**src/source/mul_defines.svh**
```systemverilog
/*
  Vector multiply unit sizes
  Vector, scalar and tag widths plus the lane and tile geometry of the 8x8 array.
*/
`ifndef MUL_DEFINES_SVH
`define MUL_DEFINES_SVH

// register widths
`define MUL_VLEN    128
`define MUL_VLENB   16
`define MUL_XLEN    32

// reorder buffer tag
`define MUL_TAG_W   4

// partial product array
`define MUL_LANES   16   // 8-bit input lanes per operand
`define MUL_TILE_N  4    // edge of one tile group
`define MUL_PARTS   64   // 4 groups of 4x4 tiles
`define MUL_PART_W  16

`endif

```
**src/source/mul_pkg.sv**
```systemverilog
/*
  Vector multiply unit types
  Opcode, element width and rounding enums, the per-uop control word and
  the vector typedefs used across the pipeline.
*/
`include "mul_defines.svh"

package mul_pkg;

  typedef enum logic [2:0] {
    MUL_LOW     = 3'd0,
    MUL_HIGH_SS = 3'd1,
    MUL_HIGH_UU = 3'd2,
    MUL_HIGH_SU = 3'd3,
    MUL_SMUL    = 3'd4   // other codes act as MUL_LOW
  } mul_op_e;

  typedef enum logic [1:0] {
    EEW8  = 2'd0,
    EEW16 = 2'd1,
    EEW32 = 2'd2         // code 3 acts as EEW8
  } mul_eew_e;

  typedef enum logic [1:0] {
    RNU = 2'd0,
    RNE = 2'd1,
    RDN = 2'd2,
    ROD = 2'd3
  } mul_xrm_e;

  typedef logic [`MUL_VLEN-1:0]   vreg_t;
  typedef logic [`MUL_XLEN-1:0]   xreg_t;
  typedef logic [`MUL_TAG_W-1:0]  tag_t;
  typedef logic [`MUL_VLENB-1:0]  vsat_t;
  typedef logic [`MUL_PART_W-1:0] part_t;

  typedef struct packed {
    mul_op_e  op;
    mul_eew_e eew;
    mul_xrm_e xrm;
    tag_t     tag;
  } mul_ctrl_t;

  // {vs2 signed, src1 signed} for an opcode
  function automatic logic [1:0] op_signs(mul_op_e op);
    case (op)
      MUL_HIGH_UU: return 2'b00;
      MUL_HIGH_SU: return 2'b10;
      default:     return 2'b11;
    endcase
  endfunction

endpackage

```
**src/source/mul_stage_if.sv**
```systemverilog
/*
  Stage boundaries of the multiply pipeline
  mul_op_if carries decoded operands into the tile array, mul_prod_if carries
  the registered partial products into the result stage.
*/
`timescale 1ns/1ps
`include "mul_defines.svh"

interface mul_op_if import mul_pkg::*; ();

  logic                  valid;
  mul_ctrl_t             ctrl;
  vreg_t                 src2;
  vreg_t                 src1;
  logic [`MUL_LANES-1:0] sign2;   // lane holds a signed top byte
  logic [`MUL_LANES-1:0] sign1;

  modport decode (
    output valid, ctrl, src2, src1, sign2, sign1
  );

  modport array (
    input  valid, ctrl, src2, src1, sign2, sign1
  );

endinterface


```
**src/source/mul_decode.sv**
```systemverilog
/*
  Multiply decode
  Maps the opcode to operand signedness, replicates the scalar for the .vx form
  and marks which 8-bit lanes carry the sign of their element.
*/
`timescale 1ns/1ps
`include "mul_defines.svh"

module mul_decode import mul_pkg::*; (
  input  logic     valid,
  input  mul_op_e  op,
  input  mul_eew_e eew,
  input  mul_xrm_e xrm,
  input  logic     scalar,   // 1 selects the vector-scalar form
  input  vreg_t    vs2,
  input  vreg_t    vs1,
  input  xreg_t    rs1,
  input  tag_t     tag,
  mul_op_if.decode dec
);

  logic                  src2_signed;
  logic                  src1_signed;
  logic [`MUL_LANES-1:0] msb_lanes;   // top byte lane of each element
  vreg_t                 rs1_rep;

  assign {src2_signed, src1_signed} = op_signs(op);

  //////////////////////////////
  // element layout per eew
  //////////////////////////////

  always_comb begin
    case (eew)
      EEW16: begin
        msb_lanes = {8{2'b10}};
        rs1_rep   = {8{rs1[15:0]}};
      end
      EEW32: begin
        msb_lanes = {4{4'b1000}};
        rs1_rep   = {4{rs1}};
      end
      default: begin                  // EEW8 and the spare code
        msb_lanes = {`MUL_LANES{1'b1}};
        rs1_rep   = {16{rs1[7:0]}};
      end
    endcase
  end

  //////////////////////////////
  // drive the array stage
  //////////////////////////////

  assign dec.valid = valid;
  assign dec.ctrl  = '{op: op, eew: eew, xrm: xrm, tag: tag};
  assign dec.src2  = vs2;
  assign dec.src1  = scalar ? rs1_rep : vs1;   // scalar copied into every element
  assign dec.sign2 = msb_lanes & {`MUL_LANES{src2_signed}};
  assign dec.sign1 = msb_lanes & {`MUL_LANES{src1_signed}};

endmodule

```
**src/flat_wrapper.sv**
```systemverilog
// flat-port wrapper written by rule: the top's interface ports become plain ports
module mul_decode_flat import mul_pkg::*;
  (valid, op, eew, xrm, scalar, vs2, vs1, rs1, tag, dec_valid, dec_ctrl, dec_src2, dec_src1, dec_sign2, dec_sign1);
  mul_op_if dec_i ();
  input  logic valid;
  input  mul_op_e op;
  input  mul_eew_e eew;
  input  mul_xrm_e xrm;
  input  logic scalar;
  input  vreg_t vs2;
  input  vreg_t vs1;
  input  xreg_t rs1;
  input  tag_t tag;
  output wire logic [$bits(dec_i.valid)-1:0] dec_valid;
  output wire logic [$bits(dec_i.ctrl)-1:0] dec_ctrl;
  output wire logic [$bits(dec_i.src2)-1:0] dec_src2;
  output wire logic [$bits(dec_i.src1)-1:0] dec_src1;
  output wire logic [$bits(dec_i.sign2)-1:0] dec_sign2;
  output wire logic [$bits(dec_i.sign1)-1:0] dec_sign1;
  assign dec_valid = dec_i.valid;
  assign dec_ctrl = dec_i.ctrl;
  assign dec_src2 = dec_i.src2;
  assign dec_src1 = dec_i.src1;
  assign dec_sign2 = dec_i.sign2;
  assign dec_sign1 = dec_i.sign1;
  mul_decode u_core (.valid(valid), .op(op), .eew(eew), .xrm(xrm), .scalar(scalar), .vs2(vs2), .vs1(vs1), .rs1(rs1), .tag(tag), .dec(dec_i));
endmodule
```
**config.mk**
```make
export PLATFORM = sky130hd
export DESIGN_NAME = mul_decode_flat
export DESIGN_NICKNAME = d
export VERILOG_FILES = /design/src/source/mul_pkg.sv /design/src/source/mul_stage_if.sv /design/src/source/mul_decode.sv /design/src/flat_wrapper.sv
export VERILOG_INCLUDE_DIRS = /design/src /design/src/source
export SDC_FILE = /design/constraint.sdc
export NUM_CORES = 1
export LEC_CHECK = 0
export BUFFER_PORTS_ARGS = -buffer_cell sky130_fd_sc_hd__buf_2
export CAP_MARGIN = 10
export CORE_AREA = 2 2 230 232
export DETAILED_ROUTE_END_ITERATION = 12
export DIE_AREA = 0 0 232 234
export GPL_ROUTABILITY_DRIVEN = 0
export PLACE_DENSITY_LB_ADDON = 0.3
export SLEW_MARGIN = 20
export SYNTH_ARGS = -nofsm -noshare
export SYNTH_HDL_FRONTEND = slang
export SYNTH_SLANG_ARGS = --single-unit
```
**constraint.sdc**
```tcl
create_clock -name vclk -period 3.1
set_input_delay 0.93 -clock vclk [all_inputs]
set_output_delay 0.93 -clock vclk [all_outputs]
set_load 0.03 [all_outputs]
```
==> metrics.yaml <==
global_route:
  use_met1_pct: 7.06
  grtUsageMet3_pct: 2.37
  grt_start_max_net_pins: 53
  grt_pass1_vias: 3466
  grt_pass1_wl_um: 25700
  grt.met2_usage_pct: 12.6
  grt_usage_pct: 6.70
  gr-total-overflow: 0
  antenna_found_initial: 12
  top_usage_layer: "met2"
cells_and_area:
  nFlopsAndLatches: 0
  regArea_sq_um: 0
  fin_area_sq_um: 5670
  area_delta_synth_final_pct: 78.8
  layout.cells.non_filler: 1360
  nets: 975
  clkbuf_count: 0
  drive_gt1_share_pct: 69.1
  utilization_pct: 10.9
synthesis:
  yosys-top-cells-area: "buf_4, inv_1, nor2_1, a21o_1, a221oi_4"
  synth_area_leader_cell: "buf_4"
  syn_inst: 482
  yosysMostFrequentCell: "buf_4"
  ys.warnings.count: 0
  synth_top_area_share_pct: 41.4
  syn_area_sq_um: 3170
  avgSynthCellArea_sq_um: 6.58
  yosys-top-cells-count: "buf_4, inv_1, nor2_1"
  syn-num-nets: 786
  synth_cell_type_count: 23
  seq_area_frac_synth_pct: 0
place:
  dp_hpwl_um: 18200
  io_buffers: 331
  placed_cell_area_sq_um: 4870
  place_inst: 1359
power:
  power_frac_comb_pct: 100.0
  leakagePower_uw: 0.00289
  intPower_uw: 542
  clockPowerShare_pct: 0
  ir_drop_v: 0.0000838
  power.switching_uw: 835
  cellPowerDensity_nw_per_um2: 243
  switching_share_pct: 60.7
  pwr-share-seq_pct: 0
  power_uw: 1380
floorplan:
  core_area_sq_um: 52000
  row_count: 84
  dieHeight_um: 234
  die-area_sq_um: 54300
  pin_count: 601
  start_util_pct: 6.10
  fp.dieW_um: 232
hold_path:
  hold_class: "in2out"
  hold_start: "vs2[117]"
critical_path:
  end_kind: "output pin"
  cp.required_ns: 2.17
  cp-start-kind: "input pin"
  crit_fanout: 8
  startpoint: "eew[0]"
  arrival_ns: 2.34
  critPathKind: "in2out"
drt:
  wl_um: 20600
  viasPerCell: 2.78
  route.antenna.remaining_nets: 0
  wl_per_cell_um: 15.1
  drc: 0
  drt_iter0_drc: 90
  vias: 3786
  firstDrtPassIters: 4
timing:
  min_period_ns: 3.27
  holdWs_ns: 1.86
  fmax_mhz: 306
  rsz0062_at_grt: "yes"
  tightest_slew_ns: 0.365
  slew_headroom_pct: 75.6
  setup_slack_ns: -0.168
  finalHoldViolations: 0
  slew_viol_final: 0
  setup_viol_count_final: 88
  min_period_over_period_pct: 105
outcome:
  status: "complete, but fails checks"
  violations: "setup timing"
job:
  cap_violations: 0
## through the flow
step / setup slack, ns / TNS [ns]
after floorplan: 0.0203 / 0
after global placement: -0.384 / -27.25
after detailed placement: -0.372 / -28.33
after CTS: -0.197 / -11.60
after global routing: -0.213 / -14.21
final: -0.168 / -8.38
## critical path, stage by stage
cell and delay, ns:
buf_8 0.08, inv_4 0.03, ha_4 0.31, o21ba_4 0.19, buf_12 0.15, a221oi_4 0.26, buf_6 0.19, nor2_4 0.04
buf_6 0.14
## cell families (layout without fill, tap and decap cells)
logic type      Yosys count  count (layout)  synth area share [%]
compound gates          129             129                  33.5
simple gates             89              89                  12.4
buf+inv                 261             448                  53.0
fa+ha+maj                 3               3                  1.18
other cells               0               3                     0
## final cells by class
cell class,instances,area (sq um)
Antenna cell,3,7.51
Inverter,68,260
Timing Repair Buffer,380,2610
Fill cell,6082,46400
Tap cell,688,861
Multi-Input combinational cell,221,1930
## repair_timing
| action | 4_1_cts | 5_1_grt |
|---|---|---|
| pin swaps | 36 | 27 |
| hold buffers | 0 | 0 |
| gates resized for setup | 215 | 34 |
| endpoints found under the setup margin | 104 | 98 |
| buffers inserted | 1 | 0 |
## cell usage in the layout (no fill, tap or decap)
cell / n
diode_2: 3
a32oi_4: 6
and2b_4: 1
o21ai_2: 14
a32oi_2: 2
buf_4: 81
o21ai_0: 20
a221oi_4: 8
buf_2: 233
ha_4: 1
ha_1: 1
nor2_2: 4
ha_2: 1
a21oi_4: 3
and3_1: 8
buf_8: 2
a22o_4: 3
inv_1: 66
a21oi_2: 5
buf_6: 54
buf_12: 10
o21ai_4: 10
nor2_4: 16
and2_2: 2
a22o_1: 5
o21ba_4: 1
nor2b_4: 1
nor2b_2: 1
inv_4: 2
or2_4: 1
a21o_1: 32
and2_1: 7
nand2b_1: 1
o21ai_1: 20
nor2_1: 46
nor2b_1: 1
## power groups by stage
| stage | clock [uW] | sequential, uW | combinational, uW |
|---|---|---|---|
| global placement | 0 | 0 | 1190 |
| detailed placement | 0 | 0 | 1200 |
| floorplan | 0 | 0 | 1070 |
| global route | 0 | 0 | 1460 |
| CTS | 0 | 0 | 1370 |
| finish | 0.0000657 | 0 | 1380 |
## routing by layer
metal  vias to the layer above  wire length, um
met4                        10              571
met2                       275            10700
met5                         -               64
met1                      1672             7220
li1                       1761                -
met3                        68             2090
## worst paths after layout
kind	slack, ns	endpoint	cells after the start
min	1.86	dec_src2[117]	0
max	-0.17	dec_src1[72]	9
No activity file was read; power rests on OpenSTA's default activity.
