==> src/source/mul_defines.svh <==
/*
  Vector multiply unit sizes
  Vector, scalar and tag widths plus the lane and tile geometry of the 8x8 array.
*/
`ifndef MUL_DEFINES_SVH
`define MUL_DEFINES_SVH

// register widths
`define MUL_VLEN    128
`define MUL_VLENB   16
`define MUL_XLEN    32

// reorder buffer tag
`define MUL_TAG_W   4

// partial product array
`define MUL_LANES   16   // 8-bit input lanes per operand
`define MUL_TILE_N  4    // edge of one tile group
`define MUL_PARTS   64   // 4 groups of 4x4 tiles
`define MUL_PART_W  16

`endif

==> src/source/mul_pkg.sv <==
/*
  Vector multiply unit types
  Opcode, element width and rounding enums, the per-uop control word and
  the vector typedefs used across the pipeline.
*/
`include "mul_defines.svh"

package mul_pkg;

  typedef enum logic [2:0] {
    MUL_LOW     = 3'd0,
    MUL_HIGH_SS = 3'd1,
    MUL_HIGH_UU = 3'd2,
    MUL_HIGH_SU = 3'd3,
    MUL_SMUL    = 3'd4   // other codes act as MUL_LOW
  } mul_op_e;

  typedef enum logic [1:0] {
    EEW8  = 2'd0,
    EEW16 = 2'd1,
    EEW32 = 2'd2         // code 3 acts as EEW8
  } mul_eew_e;

  typedef enum logic [1:0] {
    RNU = 2'd0,
    RNE = 2'd1,
    RDN = 2'd2,
    ROD = 2'd3
  } mul_xrm_e;

  typedef logic [`MUL_VLEN-1:0]   vreg_t;
  typedef logic [`MUL_XLEN-1:0]   xreg_t;
  typedef logic [`MUL_TAG_W-1:0]  tag_t;
  typedef logic [`MUL_VLENB-1:0]  vsat_t;
  typedef logic [`MUL_PART_W-1:0] part_t;

  typedef struct packed {
    mul_op_e  op;
    mul_eew_e eew;
    mul_xrm_e xrm;
    tag_t     tag;
  } mul_ctrl_t;

  // {vs2 signed, src1 signed} for an opcode
  function automatic logic [1:0] op_signs(mul_op_e op);
    case (op)
      MUL_HIGH_UU: return 2'b00;
      MUL_HIGH_SU: return 2'b10;
      default:     return 2'b11;
    endcase
  endfunction

endpackage

==> src/source/mul_stage_if.sv <==
/*
  Stage boundaries of the multiply pipeline
  mul_op_if carries decoded operands into the tile array, mul_prod_if carries
  the registered partial products into the result stage.
*/
`timescale 1ns/1ps
`include "mul_defines.svh"


interface mul_prod_if import mul_pkg::*; ();

  logic                        valid;
  mul_ctrl_t                   ctrl;
  part_t [`MUL_PARTS-1:0]      parts;   // z*16 + y*4 + x

  modport array (
    output valid, ctrl, parts
  );

  modport result (
    input  valid, ctrl, parts
  );

endinterface

==> src/source/mul_result.sv <==
/*
  Multiply result stage
  Builds the 16/32/64-bit element products from the registered tiles, picks
  the low or high half, and does vsmul rounding and saturation.
*/
`timescale 1ns/1ps
`include "mul_defines.svh"

module mul_result import mul_pkg::*; (
  mul_prod_if.result prod,
  output logic       out_valid,
  output tag_t       out_tag,
  output vreg_t      out_data,
  output vsat_t      out_vsat
);

  localparam int TN     = `MUL_TILE_N;
  localparam int GROUPS = `MUL_LANES / `MUL_TILE_N;

  logic  s2;   // vs2 signed
  logic  s1;   // src1 signed
  vreg_t data8;
  vreg_t data16;
  vreg_t data32;
  vsat_t sat8;
  vsat_t sat16;
  vsat_t sat32;

  // sum the tiles of one element of nb bytes starting at lane base of group z
  function automatic logic [63:0] elem_prod(part_t [`MUL_PARTS-1:0] p, int z,
                                            int base, int nb, logic sg2, logic sg1);
    logic [63:0] acc;
    logic [63:0] term;
    logic        ext;
    acc = '0;
    for (int x = 0; x < TN; x++) begin
      for (int y = 0; y < TN; y++) begin
        if (x >= base && x < base + nb && y >= base && y < base + nb) begin
          // tile is signed when it touches a signed top byte
          ext  = (sg2 && x == base + nb - 1) || (sg1 && y == base + nb - 1);
          term = {{48{ext & p[z*TN*TN + y*TN + x][15]}}, p[z*TN*TN + y*TN + x]};
          acc  = acc + (term << (8 * ((x - base) + (y - base))));
        end
      end
    end
    return acc;
  endfunction

  // {sat flag, element data in low sew bits}
  function automatic logic [32:0] elem_out(logic [63:0] full, int sew,
                                           mul_op_e op, mul_xrm_e xrm);
    logic [63:0] mask;
    logic        lsb;
    logic        half;
    logic        sticky;
    logic        incr;
    logic        sat;
    logic [63:0] res;
    mask   = (64'd1 << sew) - 64'd1;
    lsb    = full[sew-1];                                  // lsb after >> sew-1
    half   = full[sew-2];
    sticky = |(full & ((64'd1 << (sew - 2)) - 64'd1));
    sat    = (full[2*sew-1 -: 2] == 2'b01);                // only -min * -min
    case (xrm)
      RNE:     incr = half & (sticky | lsb);
      RDN:     incr = 1'b0;
      ROD:     incr = ~lsb & (half | sticky);
      default: incr = half;                                // RNU
    endcase
    case (op)
      MUL_HIGH_SS, MUL_HIGH_UU, MUL_HIGH_SU: res = full >> sew;
      MUL_SMUL: res = sat ? (mask >> 1) : (full >> (sew - 1)) + 64'(incr);
      default:  res = full;                                // low half
    endcase
    return {sat & (op == MUL_SMUL), res[31:0] & mask[31:0]};
  endfunction

  assign {s2, s1} = op_signs(prod.ctrl.op);

  //////////////////////////////
  // per-eew element results
  //////////////////////////////

  always_comb begin
    logic [63:0] full;
    logic [32:0] r;
    sat8  = '0;
    sat16 = '0;
    sat32 = '0;
    for (int z = 0; z < GROUPS; z++) begin
      // eew8 uses the diagonal tiles
      for (int e = 0; e < TN; e++) begin
        full = elem_prod(prod.parts, z, e, 1, s2, s1);
        r    = elem_out(full, 8, prod.ctrl.op, prod.ctrl.xrm);
        data8[8*(z*TN+e) +: 8] = r[7:0];
        sat8[z*TN+e]           = r[32];
      end
      // eew16 uses the 2x2 blocks on the diagonal
      for (int e = 0; e < TN/2; e++) begin
        full = elem_prod(prod.parts, z, 2*e, 2, s2, s1);
        r    = elem_out(full, 16, prod.ctrl.op, prod.ctrl.xrm);
        data16[16*(z*2+e) +: 16] = r[15:0];
        sat16[z*TN+2*e+1]        = r[32];   // flag on the top byte
      end
      // eew32 uses the whole group
      full = elem_prod(prod.parts, z, 0, TN, s2, s1);
      r    = elem_out(full, 32, prod.ctrl.op, prod.ctrl.xrm);
      data32[32*z +: 32] = r[31:0];
      sat32[z*TN+TN-1]   = r[32];
    end
  end

  //////////////////////////////
  // output select
  //////////////////////////////

  always_comb begin
    case (prod.ctrl.eew)
      EEW16: begin
        out_data = data16;
        out_vsat = sat16;
      end
      EEW32: begin
        out_data = data32;
        out_vsat = sat32;
      end
      default: begin
        out_data = data8;
        out_vsat = sat8;
      end
    endcase
  end

  assign out_valid = prod.valid;
  assign out_tag   = prod.ctrl.tag;

endmodule

==> src/flat_wrapper.sv <==
// flat-port wrapper written by rule: the top's interface ports become plain ports
module mul_result_flat import mul_pkg::*;
  (out_valid, out_tag, out_data, out_vsat, prod_valid, prod_ctrl, prod_parts);
  mul_prod_if prod_i ();
  output logic out_valid;
  output tag_t out_tag;
  output vreg_t out_data;
  output vsat_t out_vsat;
  input wire logic [$bits(prod_i.valid)-1:0] prod_valid;
  input wire logic [$bits(prod_i.ctrl)-1:0] prod_ctrl;
  input wire logic [$bits(prod_i.parts)-1:0] prod_parts;
  assign prod_i.valid = prod_valid;
  assign prod_i.ctrl = prod_ctrl;
  assign prod_i.parts = prod_parts;
  mul_result u_core (.prod(prod_i), .out_valid(out_valid), .out_tag(out_tag), .out_data(out_data), .out_vsat(out_vsat));
endmodule
==> config.mk <==
export PLATFORM = sky130hd
export DESIGN_NAME = mul_result_flat
export DESIGN_NICKNAME = d
export VERILOG_FILES = /design/src/source/mul_pkg.sv /design/src/source/mul_stage_if.sv /design/src/source/mul_result.sv /design/src/flat_wrapper.sv
export VERILOG_INCLUDE_DIRS = /design/src /design/src/source
export SDC_FILE = /design/constraint.sdc
export NUM_CORES = 2
export LEC_CHECK = 0
export BUFFER_PORTS_ARGS = -buffer_cell sky130_fd_sc_hd__buf_2
export CAP_MARGIN = 10
export CORE_AREA = 5 5 463 465
export DETAILED_ROUTE_END_ITERATION = 8
export DIE_AREA = 0 0 468 470
export REMOVE_ABC_BUFFERS = 1
export SYNTH_ARGS = -nofsm -noshare
export SYNTH_HDL_FRONTEND = slang
export SYNTH_SLANG_ARGS = --single-unit
==> constraint.sdc <==
create_clock -name vclk -period 9.2
set_input_delay 0 -clock vclk [all_inputs]
set_output_delay 0 -clock vclk [all_outputs]
set_load 0.01 [all_outputs]
==> run metrics <==
run status=complete, no violations; peak supply drop=330 uV; total gr overflow=0; layout cells sized above 1=16.8%; Die Y-Extent=470 um; Placement Cell Area=0.0810 mm2; 1st-pass router iterations=7; wire length of the first global-routing pass=509000 um; Comb power frac=100.0%; crit path launch type=input port; vias in the first global route=74.5k; I/O Buffers=1175; slowest cell on the critical path=fa_1; Top Ports=1185; num sequential=0; Worst EP required=9.20 ns; die area=0.220 mm2; post-synthesis mux area share=1.30%; crit-path max cell delay=0.55 ns; Net Sw Power=0.0230 W; Worst EP arrival=8.90 ns; Synth Area in XOR/XNOR=9.34%; Compound-Gate Fraction of Synth Area=23.7%; Area contributors post-synth=fa_1 26%, ha_1 16%, xnor2_1 6.0%; crit share post-route=96.8%; CP endpoint kind=primary output; LEAKAGE=37.9 nW; Critical Path Most Common Cell=fa_1; Bufs and invs on worst path=9; Area Overhead vs Synth=15.7%; RSZ-0062 raised after global routing=true; die extent in x=468 um; Setup TNS=0 ns; final hold slack=0.0000718 ns; Post-DRT Antenna Nets=0; count of cell types in the netlist=106; worst-path fanout max=6; Final min period=8.90 ns; Layout Nets=12.9k; largest net degree at the start of global routing=123; Register Area=0 um2; met1 Use GR=39.2%; HPWL Detailed=305000 um; Hold Path Class=in2out; final wirelength=356000 um; grt met3 use=5.33%; final cell count without fillers=12.9k; MaxCap Viol Count=0; initial antenna violation count=121; top-count cell post-synth=inv_1; Yosys warning count=0; syn avg cell area=7.93 um2; Clock power frac=0%; Worst path top cell family by delay=adder cells; pwr/cell area=454 mW/mm2; Tot GR Track Use=30.8%; Final Max Slew Viols=0; core area=0.209 mm2; P_int=0.0140 W; Synth Area in Adders=41.7%; Synth Area in Simple Gates=16.8%; hold buffer count at cts=0; Most Crowded Layer GR=met2; Mapped Cells=8896; Vias=75.8k; DR DRC count=0; sequential element share of the synthesized area=0%; Post-Route Utilization=39.0%; Final Hold Viols=0; worst slew pin tran=1.11 ns; gpl congestion=1.01; design area=0.0816 mm2; Final setup viols=0; Iter 0 DRT Violations=7210; sequential power share=0%; relative slew slack=25.8%; Crit Path Category=in2out; wire per inst=27.6 um; routed vias/inst=5.87; switch share=62.2%; clock buffers=0; post-synth top area share=25.5%; synthesized area=0.0705 mm2; Row Count=168; list of most frequent post-synthesis cells=997 x inv_1, 911 x ha_1, 899 x fa_1; fill count=21.6k; Placed Cells=12.8k; Yosys top cell by area=fa_1; Initial Utilization=33.7%; met2 Use GR=49.1%; main combinational cell family by area after synthesis=adder cells; fmax=112 MHz
==> path summary, 6_finish.rpt <==
check / endpoint / cells past startpoint / start / slack [ns]
hold / removal: out_tag[1] / 0 / prod_ctrl[1] / 0.00007
setup / recovery: out_data[53] / 37 / prod_parts[320] / 0.30
==> per-stage QoR <==
step	total power, W	setup WS [ns]
floorplan	0.0232	-7.86
global placement	0.0357	0.0190
detailed placement	0.0357	0.0184
CTS	0.0359	0.00873
global route	0.0400	-0.135
finish	0.0370	0.296
==> layer usage <==
layer / wire length (um) / part of all wire (%)
met3: 30200 / 8.5
met2: 161000 / 45
met1: 142000 / 40
met4: 23600 / 6.6
met5: 268 / 0.075
==> layout make-up <==
cell class	instances	area (um2)	share of cell area, %
repair buffers	1478	8230	10.1
inverters	997	3750	4.59
diodes	85	213	0.261
well taps	2805	3510	4.30
multi-input cells	7554	65900	80.8
==> cells in the final DEF (no fill, tap or decap), types with 268 or more instances in the layout <==
cell / netlist / final
buf_2: 11 / 1173
inv_1: 997 / 991
ha_1: 911 / 904
fa_1: 899 / 899
nand2_1: 608 / 600
a21oi_1: 608 / 594
nor2_1: 574 / 561
o21ai_0: 564 / 557
xnor2_1: 480 / 476
buf_4: 6 / 299
xor2_1: 269 / 268
==> logic make-up (layout without fill, tap and decap cells) <==
kind of cell               count (synthesis)  in the layout
AOI/OAI and AO/OA                       2525           2525
xor gates and xnor gates                 750            750
adders and majority gates               1810           1810
buffers and inverters                   1342           2475
muxes                                     91             91
other                                      0             85
and+or+nand+nor                         2378           2378
==> what timing repair did <==
item	CTS	global route
buffers inserted	0	9
pin swaps	0	18
gates resized for setup	1	74
endpoints found under the setup margin	1	89
==> power by group through the flow <==
stage	combinational, W	clock, W	sequential [W]
final	0.0370	0.00000000130	0
after global routing	0.0400	0.000000000770	0
after CTS	0.0359	0	0
after detailed placement	0.0357	0	0
after global placement	0.0357	0	0
after floorplan	0.0232	0	0
Note: power is estimated with default switching activity, not from simulation.
